[config.mk]
export PLATFORM = sky130hd
export DESIGN_NAME = sd_clock_gen
export DESIGN_NICKNAME = d
export VERILOG_FILES = /design/src/logic/sd_clock_gen.sv
export SDC_FILE = /design/constraint.sdc
export NUM_CORES = 1
export LEC_CHECK = 0
export BUFFER_PORTS_ARGS = -buffer_cell sky130_fd_sc_hd__buf_2
export CORE_AREA = 2 2 39 41
export DETAILED_ROUTE_END_ITERATION = 10
export DIE_AREA = 0 0 41 43
export PLACE_DENSITY = 0.64
export RECOVER_POWER = 100
export SLEW_MARGIN = 0
export SYNTH_ARGS = -nofsm -noshare
export SYNTH_HDL_FRONTEND = slang
export SYNTH_SLANG_ARGS = --single-unit
[constraint.sdc]
create_clock -name clock -period 4.4 [get_ports clock]
set_input_delay 0.88 -clock clock [delete_from_list [all_inputs] [get_ports clock]]
set_output_delay 0.88 -clock clock [all_outputs]
set_load 0.05 [all_outputs]
[src/logic/sd_clock_gen.sv]
`timescale 1ns/10ps
`default_nettype none

module sd_clock_gen #(
  parameter int SLOW_DIV = 64,  // System cycles per SCK half period
  parameter int FAST_DIV = 2
) (
  input  logic clock,
  input  logic reset,
  input  logic fast,
  input  logic sck_enable,
  output logic sck,
  output logic shift_tick,
  output logic sample_tick
);

  localparam int MAX_DIV = (SLOW_DIV > FAST_DIV) ? SLOW_DIV : FAST_DIV;
  localparam int CNT_W = $clog2(MAX_DIV) + 1;

  logic [CNT_W-1:0] div_cnt;
  logic [CNT_W-1:0] half_period;

  assign half_period = fast ? CNT_W'(FAST_DIV - 1) : CNT_W'(SLOW_DIV - 1);

  always_ff @(posedge clock or posedge reset) begin
    if (reset) begin
      div_cnt     <= '0;
      sck         <= 1'b0;
      shift_tick  <= 1'b0;
      sample_tick <= 1'b0;
    end else begin
      shift_tick  <= 1'b0;
      sample_tick <= 1'b0;
      if (!sck_enable) begin
        div_cnt <= '0;
        sck     <= 1'b0;  // SPI mode 0 idles low
      end else if (div_cnt >= half_period) begin  // >= covers a rate change mid count
        div_cnt     <= '0;
        sck         <= ~sck;
        sample_tick <= ~sck;  // Rising edge
        shift_tick  <= sck;   // Falling edge
      end else begin
        div_cnt <= div_cnt + 1'b1;
      end
    end
  end

endmodule

`default_nettype wire

Word-level counts from Yosys, hierarchy flattened
Index checks and enable logic that the tools add are counted.

word-level totals
  register bits = 10
  bits in latches = 0
  RAM bits = 0
  memory bits (read-only) = 0
  bits of input ports = 4
  output and inout bits = 3
  word-level logic and storage cells = 17
  memories = 0

operators by class
  add/sub/neg operators = 1
  multiply operators = 0
  divide/modulo/power cells = 0
  magnitude comparators = 1
  equality and inequality tests = 1
  shifts and indexed selects = 0
  multiplexer cells = 9
  bitwise logic cells = 1
  reductions and logical operators = 0

operators with widths
  kind                                                                      number
  7-bit 2-to-1 mux                                                          2
  7-bit by 1-bit adder with 7-bit output (second input constant)            1
  7-bit by 6-bit greater-or-equal comparator with 1-bit output              1
  1-bit 2-to-1 mux                                                          6
  6-bit 2-to-1 mux                                                          1
  2-bit by 1-bit inequality test with 1-bit output (second input constant)  1
  1-bit inverter                                                            1

Depth between registers and ports, before layout
Gate-level depths: netlist of the first run.

  depth after elaboration = 4
  gate-level depth with buffers = 5
  mapped depth without buffers = 5

Worst setup path before layout of the first run
No wires, ideal clock.

  kind = input-to-reg
  start = input port fast
  end = register sck
  library setup time = 0.088 ns
  arrival = 1.937 ns
  required time = 4.312 ns
  setup slack = 2.374 ns
  stages on the path = 5
  buffers on the path = 0
  cells stage by stage = ha_1 -> a21o_1 -> a211o_1 -> o21ai_1 -> nor3b_1

between the ends
  word-level cells in the longest chain between the ends = 3

RTL lines
  element                                                            line  source
  start: declaration                                                 10    input logic fast,
  6-bit 2-to-1 mux                                                   23    assign half_period = fast ? CNT_W'(FAST_DIV - 1) : CNT_W'(SLOW_DIV - 1);
  7-bit by 6-bit greater-or-equal comparator with 1-bit output       37    end else if (div_cnt >= half_period) begin
  2-bit by 1-bit inequality test with 1-bit output (no source line)  n/a
  end signal: assignment                                             39    sck <= ~sck;
  end: declaration                                                   12    output logic sck,

No other way between the ends.
A chain may end at the register's enable or synchronous reset.

Final worst setup path of the first run
  start = input port fast
  end = register div_cnt[6]

between the ends
  word-level cells in the longest chain between the ends = 4

RTL lines
  element                                                       line  source
  6-bit 2-to-1 mux                                              23
  7-bit by 6-bit greater-or-equal comparator with 1-bit output  37
  7-bit 2-to-1 mux                                              37
  7-bit 2-to-1 mux                                              34    if (!sck_enable) begin
  end signal: assignment                                        43    div_cnt <= div_cnt + 1'b1;
  end: declaration                                              20    logic [CNT_W-1:0] div_cnt;

No other way between the ends.

==> impl_metrics.json, run 1 <==
{
  "ys_warn_count": 0,
  "grt_pass1_vias": 408,
  "hp-class": "reg2reg",
  "outcome": "complete, no violations",
  "r2r_slack_ns": 2.45,
  "clockRootBuffer": "clkbuf_4",
  "max_freq_ghz": 0.429,
  "switching_share_pct": 25.9,
  "numCtsBuffers": 3,
  "gr-total-overflow": 0,
  "synth_largest_area_cell": "dfrtp_1",
  "cts_resized": 0,
  "drv_cap": 0,
  "end_kind": "register",
  "clk_pin_slew_ns": 0.07,
  "synth_seq_cells": 10,
  "final_antenna_net_count": 0,
  "hpwl_um": 766,
  "setup_viol": 0,
  "arrival_ns": 2.53,
  "crit_buf_inv": 1,
  "htree_levels": 1,
  "combPwrFrac_pct": 10.4,
  "initialDrtViolationCount": 5,
  "path_class": "in2reg",
  "path_max_fanout": 6,
  "tritoncts": "built",
  "p_int_uw": 134,
  "fin_nets": 72,
  "slew_headroom_pct": 55.5,
  "hold_viol_final": 0,
  "grt_max_degree": 11,
  "seqPwrFrac_pct": 54.6,
  "drt_wl_total_um": 1010,
  "tns_ns": 0,
  "p_switching_uw": 46.8,
  "synth_top_family_by_area": "simple AND/OR/NAND/NOR gates",
  "vias_per_cell": 5.34,
  "die_h_um": 43,
  "yosys.area_share.xor_xnor_pct": 6.36,
  "vias": 406,
  "num_rows": 14,
  "tightestPinTransition_ns": 0.650,
  "p_leak_uw": 0.000293,
  "p_per_area_nw_per_um2": 303,
  "syn-cell-area_um2": 551,
  "cts_sinks": 10,
  "final_common_cell": "dfrtp_1",
  "synth-seq-area-share_pct": 45.5,
  "min_period_ns": 2.33,
  "synth-compound-area-share_pct": 14.5,
  "fillers": 144,
  "path_cells": "clkbuf_1, ha_1, a21o_1, a2111oi_0, nand2_2, a21oi_1",
  "first_pass_iters": 3,
  "timing.final.crit_share_pct": 52.9,
  "ys_top_cells_by_area": "dfrtp_1 45%, ha_1 14%, a2111oi_4 5.0%",
  "yosys.area_share.simple_pct": 18.6,
  "cp_slowest_cell": "a2111oi_0",
  "power_frac_clock_pct": 35.0,
  "core_area_um2": 1380,
  "clk_latency_ns": 0.27,
  "drive_gt1_share_pct": 10.0,
  "fin_cells": 76,
  "cp-start-kind": "input pin",
  "postCtsSetupBuffers": 0,
  "crit_family": "compound AO/OA/AOI/OAI gates",
  "track_usage_pct": 14.3,
  "clockBufferDepth": 2,
  "start_util_pct": 39.8,
  "peakVddDrop_v": 0.000170,
  "crit_path_max_incr_delay_ns": 0.62,
  "grt_setup_unrepaired": "no",
  "syn_to_final_growth_pct": 8.18,
  "holdWs_ns": 0.494,
  "synth_top_area_share_pct": 45.5,
  "fin_skew_ns": 0.00817,
  "synth_nets": 61,
  "io_buffer_count": 6,
  "dp_cells": 73,
  "ctsHoldBuffers": 0,
  "syn_inst": 51,
  "synthMuxAreaShare_pct": 0,
  "io_pins": 7,
  "grt_pass1_wl_um": 1610,
  "critical_path_required_ns": 4.60,
  "die-area_um2": 1760,
  "avgRoutedWirePerCell_um": 13.2,
  "diodes": 0,
  "yosysUniqueCellTypes": 21,
  "gp_congestion": 0.704,
  "avgSynthCellArea_um2": 10.8,
  "drv_slew": 0,
  "die_w_um": 41,
  "final_cell_mix": "10 x dfrtp_1, 7 x nor2_1, 6 x ha_1",
  "antenna_found_initial": 0,
  "yosys.area_share.adder_pct": 13.6,
  "drc": 0
}
==> Yosys cell counts, drive strengths merged <==
library cell	n
a211o	1
o21ai	2
a21o	2
or3	1
a2111oi	1
xor2	2
nor2	7
nor3b	2
xnor2	2
nand4b	1
nand2	2
nand3	4
nor3	2
ha	6
and3	1
dfrtp	10
inv	2
a21oi	3
==> cell families after synthesis <==
group	count (synthesis)
flops	10
compound gates	9
simple gates	20
fa+ha+maj	6
buf+inv	2
xor+xnor	4
==> sequential cells by signal, summed over array words and instances, names as in the netlist <==
name,flops
div_cnt,7
sample_tick,1
sck,1
shift_tick,1
==> per-stage QoR <==
step	worst slack (ns)	utilization (%)	cell area, um^2	power [uW]
floorplan	2.37	-	551	114
global placement	2.16	43.4	601	120
detailed placement	2.11	43.4	601	120
CTS	2.38	45.0	623	183
global route	1.82	43.0	596	187
finish	2.07	43.0	596	181
==> layer usage <==
layer,GRT usage [%],vias up,share of wire (%)
met5,0,-,0
met4,14.0,0,4.6
met3,3.14,4,2.9
met2,20.6,4,44
met1,15.8,196,49
li1,-,202,-
==> power by group through the flow <==
| stage | combinational (uW) | sequential (uW) | clock (uW) |
|---|---|---|---|
| 3_5_place_dp | 20.3 | 100 | 0 |
| 5_1_grt | 22.2 | 98.9 | 65.4 |
| 6_report | 18.8 | 98.5 | 63.3 |
| 3_3_place_gp | 19.9 | 100 | 0 |
| 4_1_cts | 20.6 | 98.4 | 63.8 |
| 2_1_floorplan | 13.5 | 101 | 0 |
==> final timing paths <==
kind	from	end	depth (start not counted)
setup / recovery	fast	div_cnt[6]$_DFF_PP0_	6
max in group asynchronous	reset	div_cnt[4]$_DFF_PP0_	2
setup reg to reg	div_cnt[4]$_DFF_PP0_	div_cnt[6]$_DFF_PP0_	5
hold reg to reg	div_cnt[0]$_DFF_PP0_	div_cnt[0]$_DFF_PP0_	1
hold / removal	div_cnt[0]$_DFF_PP0_	div_cnt[0]$_DFF_PP0_	1
min in group asynchronous	reset	shift_tick$_DFF_PP0_	2
==> worst reg2reg max path, cell delays in order (launching register included) <==
cell and delay, ns:
dfrtp_1 0.41, ha_1 0.30, a21o_1 0.18, a2111oi_0 0.62, nand2_2 0.21, a21oi_1 0.16
==> area by class of cell <==
class	count	area, um^2	area share, %
clock buffers	3	22.5	3.78
inverters	2	7.51	1.26
multi-input cells	39	270	45.4
flip-flops and latches	10	250	42.0
well taps	16	20.0	3.36
repair buffers	6	25.0	4.20
No activity file was read; power rests on OpenSTA's default activity.
==> run 2, diff against run 1 <==
ABC_AREA = 1   (was unset)
PLACE_DENSITY = 0.66   (was 0.64)
clock period = 2.2 ns   (was 4.4 ns; I/O delays follow)
==> impl_metrics.json, run 2 <==
{
  "synth_largest_area_cell": "dfrtp_1",
  "synth-edff-count": 0,
  "holdWs_ns": 0.145,
  "ctsHoldBuffers": 0,
  "r2r_slack_ns": 0.61,
  "htree_levels": 1,
  "io_pins": 7,
  "clockRootBuffer": "clkbuf_4",
  "synth_top_area_share_pct": 44.0,
  "synth_nets": 74,
  "r2r-start": "div_cnt[5]$_DFF_PP0_",
  "fin_nets": 85,
  "setup_viol": 0,
  "met1Wirelength_um": 418,
  "multi_input_area_um2": 265,
  "core_area_um2": 1380,
  "register_area_um2": 250,
  "tritoncts": "built",
  "drc": 0,
  "final_cell_mix": "15 x nand2_1, 10 x nor2_1, 10 x dfrtp_1",
  "total_power_uw": 353,
  "grt_pass1_vias": 403,
  "arrival_ns": 1.76,
  "drv_cap": 0,
  "diodes": 0,
  "avgRoutedWirePerCell_um": 10.5,
  "yosysUniqueCellTypes": 15,
  "wl_met2_um": 508,
  "grt_setup_unrepaired": "no",
  "fillers": 143,
  "cts_sinks": 10,
  "path_class": "reg2reg",
  "hold_viol_final": 0,
  "hp-class": "in2async",
  "syn-cell-area_um2": 569,
  "slew_headroom_pct": 60.8,
  "rr_endpoint": "div_cnt[4]$_DFF_PP0_",
  "synth-seq-area-share_pct": 44.0,
  "die-area_um2": 1760,
  "min_period_ns": 1.59,
  "end_kind": "register",
  "max_freq_ghz": 0.629,
  "clk_pin_slew_ns": 0.06,
  "synth_seq_cells": 10,
  "p_per_area_nw_per_um2": 574,
  "hpwl_um": 774,
  "track_usage_pct": 13.5,
  "grt_pass1_wl_um": 1530,
  "critical_path_required_ns": 2.37,
  "io_buffer_count": 6,
  "num_rows": 14,
  "clockBufferDepth": 2,
  "vias": 424,
  "final_common_cell": "nand2_1",
  "tightestPinTransition_ns": 0.590,
  "avgSynthCellArea_um2": 8.90,
  "postCtsSetupBuffers": 0,
  "tns_ns": 0,
  "die_h_um": 43,
  "vias_per_cell": 4.76,
  "wl_met3_um": 5,
  "cts_resized": 0,
  "r2r_cells": 5,
  "grt_max_degree": 11,
  "fin_ws_ns": 0.611,
  "syn_inst": 64,
  "cp-start-kind": "register",
  "top_register": "div_cnt",
  "fin_skew_ns": 0.00595,
  "syn_to_final_growth_pct": 7.91,
  "drv_slew": 0,
  "gr-total-overflow": 0,
  "die_w_um": 41,
  "outcome": "complete, no violations",
  "yosysMostFrequentCell": "nand2_1",
  "final_antenna_net_count": 0,
  "drt_wl_total_um": 932,
  "path_max_fanout": 7,
  "gp_congestion": 0.670,
  "largest_register_ffs": 7,
  "antenna_found_initial": 0,
  "ys_top_cells_by_area": "dfrtp_1 44%, ha_1 13%, nand2_1 9.9%",
  "p_leak_uw": 0.000322,
  "drive_gt1_share_pct": 12.3,
  "synth_flop_cell": "dfrtp_1",
  "timing.final.crit_share_pct": 72.2,
  "ys_top_cells_by_count": "15 x nand2_1, 10 x dfrtp_1, 10 x nor2_1, 8 x inv_1, 6 x ha_1",
  "start_util_pct": 41.1,
  "initialDrtViolationCount": 2,
  "first_pass_iters": 4,
  "peakVddDrop_v": 0.000269,
  "numCtsBuffers": 3,
  "top_layer_used": "met3",
  "ys_warn_count": 0,
  "synthArstFlopShare_pct": 100,
  "place_ws_ns": 0.605,
  "clk_latency_ns": 0.26
}
-- run 2: cell types whose count changed after synthesis, sizes merged, moves of 2 or more --
cell | previous run | this run
a21o | 2 | 0
o21ai | 2 | 0
nand3 | 4 | 6
a21oi | 3 | 1
nor2 | 7 | 11
nand2 | 2 | 15
inv | 2 | 8
nor3 | 2 | 0
nor3b | 2 | 0
nand4 | 0 | 2
-- run 2: layout make-up --
class                      count  area share [%]
clock buffer                   3            3.67
inverter                       8            4.89
multi-input combinational     46            43.2
sequential                    10            40.7
tap                           16            3.26
timing repair buffer           6            4.28
-- run 2: critical path: stages (launching register included) --
cell     delay, ns
dfrtp_1       0.42
ha_1          0.20
or2_4         0.22
a21oi_1       0.21
nand3_1       0.28
nor2_1        0.17
-- run 2: per-stage QoR --
| step | area [um^2] | utilization, % | cells |
|---|---|---|---|
| after floorplan | 569 | - | 64 |
| after global placement | 619 | 44.8 | 86 |
| after detailed placement | 619 | 44.8 | 86 |
| after CTS | 642 | 46.4 | 89 |
| after global routing | 614 | 44.4 | 89 |
| final | 614 | 44.4 | 89 |
-- run 2: worst max path at each step --
stage	from	end	slack (ns)
after floorplan	fast	sck$_DFFE_PP0P_	0.85
after global routing	div_cnt[4]$_DFF_PP0_	div_cnt[4]$_DFF_PP0_	0.43
after CTS	div_cnt[2]$_DFF_PP0_	sck$_DFFE_PP0P_	0.78
after detailed placement	fast	sck$_DFFE_PP0P_	0.60
final	div_cnt[5]$_DFF_PP0_	div_cnt[4]$_DFF_PP0_	0.61
after global placement	fast	sck$_DFFE_PP0P_	0.64
-- run 2: cells by family after synthesis --
family,Yosys count,share of synthesized area (%)
compound gates,3,5.72
xor+xnor,2,3.08
fa+ha+maj,6,13.2
buf+inv,8,5.27
flops,10,44.0
simple gates,35,28.8
-- run 2: power by group --
part	switching [uW]	leakage [uW]	internal [uW]
Sequential	8.00	0.000137	190
Combinational	23.0	0.000171	14.2
Clock	54.7	0.0000138	62.8
Total	85.7	0.000322	267
-- run 2: per-layer routing --
metal | vias up | track usage (%)
li1 | 223 | -
met1 | 200 | 14.4
met2 | 1 | 20.6
met3 | 0 | 3.14
met4 | 0 | 12.0
met5 | - | 0
==> run 3, diff against run 2 <==
PLACE_DENSITY = 0.68   (was 0.66)
clock period = 1.3 ns   (was 2.2 ns; I/O delays follow)
==> impl_metrics.json, run 3 (synthesis results as in run 2) <==
{
  "min_period_ns": 1.36,
  "avgRoutedWirePerCell_um": 12.5,
  "path_cells": "ha_4, or2_4, a21oi_4, nand2_2, nand3_2, nand2_1",
  "cts_sinks": 10,
  "cp-start-kind": "register",
  "critical_path_required_ns": 1.47,
  "max_freq_ghz": 0.736,
  "p_switching_uw": 180,
  "antenna_found_initial": 0,
  "timing.final.crit_share_pct": 105,
  "hold_start": "sck_enable",
  "power_frac_clock_pct": 33.6,
  "fin_skew_ns": 0.000123,
  "top_register": "div_cnt",
  "gp_congestion": 0.680,
  "multi_input_area_um2": 342,
  "p_per_area_nw_per_um2": 872,
  "die_h_um": 43,
  "combPwrFrac_pct": 15.8,
  "start_util_pct": 41.1,
  "first_pass_iters": 4,
  "switching_share_pct": 27.6,
  "track_usage_pct": 16.1,
  "cp.depth": 6,
  "seqPwrFrac_pct": 50.5,
  "path_class": "reg2reg",
  "crit_buf_inv": 0,
  "r2r_cells": 6,
  "io_buffer_count": 6,
  "r2r-start": "div_cnt[5]$_DFF_PP0_",
  "initialDrtViolationCount": 12,
  "violations": "setup timing",
  "gr-total-overflow": 0,
  "diodes": 0,
  "p_leak_uw": 0.000379,
  "register_area_um2": 250,
  "place_ws_ns": -0.0941,
  "outcome": "finished, violations left",
  "grt_pass1_vias": 429,
  "peakVddDrop_v": 0.000509,
  "arrival_ns": 1.53,
  "crit_path_max_incr_delay_ns": 0.42,
  "drive_gt1_share_pct": 40.0,
  "drt_wl_total_um": 1200,
  "core_area_um2": 1380,
  "tritoncts": "built",
  "holdPathStages": 3,
  "drv_slew": 0,
  "clockBufferDepth": 2,
  "setup_viol": 10,
  "utilization_pct": 54.2,
  "grt_pass1_wl_um": 1790,
  "clockRootBuffer": "clkbuf_4",
  "p_int_uw": 473,
  "hold_viol_final": 0,
  "setup.worst_path.start": "div_cnt[5]$_DFF_PP0_",
  "fin_nets": 92,
  "grt_max_degree": 11,
  "die_w_um": 41,
  "drc": 0,
  "dp_cells": 91,
  "vias": 458,
  "crit_family": "simple AND/OR/NAND/NOR gates",
  "end_kind": "register",
  "vias_per_cell": 4.77,
  "path_max_fanout": 3,
  "htree_levels": 1,
  "total_power_uw": 653,
  "die-area_um2": 1760,
  "cp_slowest_cell": "dfrtp_1",
  "clk_latency_ns": 0.27,
  "numCtsBuffers": 3,
  "final_antenna_net_count": 0,
  "slew_headroom_pct": 74.0,
  "final_cell_mix": "13 x nand2_1, 10 x dfrtp_1, 7 x inv_1",
  "fin_cells": 96,
  "fillers": 124,
  "io_pins": 7,
  "final_common_cell": "nand2_1",
  "fin_ws_ns": -0.0595,
  "tightestPinTransition_ns": 0.389,
  "clk_pin_slew_ns": 0.06,
  "num_rows": 14,
  "hp-class": "in2reg",
  "syn_to_final_growth_pct": 31.6,
  "largest_register_ffs": 7,
  "grt_setup_unrepaired": "yes",
  "drv_cap": 0,
  "hpwl_um": 808
}
run 3: changes by cell type in the layout (fill, tap and decap cells not counted), moves of 3 or more:
cell      change
buf_4         +6
nor2_1        -5
nor2_2        +5
clkbuf_1      -3
nand3_1       -3
run 3: layout make-up:
type                       count  share of cell area, %
multi-input combinational     46                   45.6
sequential                    10                   33.4
timing repair buffer          13                   11.4
inverter                       8                   4.01
clock buffer                   3                   3.01
tap                           16                   2.67
run 3: per-stage QoR:
step	cell area [um^2]	setup TNS, ns	hold WS, ns
after global placement	657	-0.385	0.253
after detailed placement	657	-0.618	0.257
final	749	-0.237	0.287
after global routing	749	-0.841	0.292
after floorplan	569	0	0.100
after CTS	727	-0.0361	0.266
run 3: path summary, 6_finish.rpt:
path,to,slack [ns]
min in group asynchronous,sample_tick$_DFF_PP0_,0.50
max in group asynchronous,div_cnt[2]$_DFF_PP0_,0.52
max reg2reg,sck$_DFFE_PP0P_,-0.06
min reg2reg,div_cnt[0]$_DFF_PP0_,0.52
max,sck$_DFFE_PP0P_,-0.06
min,shift_tick$_DFF_PP0_,0.29
run 3: repair_timing:
action                                 CTS  global route
endpoints found under the hold margin   10             0
resized for setup                        6             6
pin swaps                                6             4
hold buffers                             1             0
setup endpoints to repair               10            10
buffers inserted                         0             1
gates cloned                             0             0
run 3: worst register-to-register path, stage by stage, from the launching register on:
cell and delay [ns]:
dfrtp_1 0.42, ha_4 0.17, or2_4 0.23, a21oi_4 0.18
nand2_2 0.10, nand3_2 0.10, nand2_1 0.06
run 3: layer usage:
metal / wire length (um) / track usage, % / up-vias / share of wire [%]
met5: 0 / 0 / - / 0
met4: 34 / 12.0 / 0 / 2.8
met3: 16 / 3.14 / 3 / 1.3
met2: 641 / 24.1 / 6 / 53
met1: 506 / 19.2 / 209 / 42
li1: - / - / 240 / -
run 3: power groups by stage:
| stage | clock, uW | sequential [uW] | combinational [uW] |
|---|---|---|---|
| 2_1_floorplan | 0 | 342 | 45.3 |
| 3_3_place_gp | 0 | 336 | 81.2 |
| 3_5_place_dp | 0 | 336 | 84.0 |
| 4_1_cts | 228 | 330 | 92.5 |
| 5_1_grt | 241 | 332 | 116 |
| 6_report | 220 | 330 | 103 |
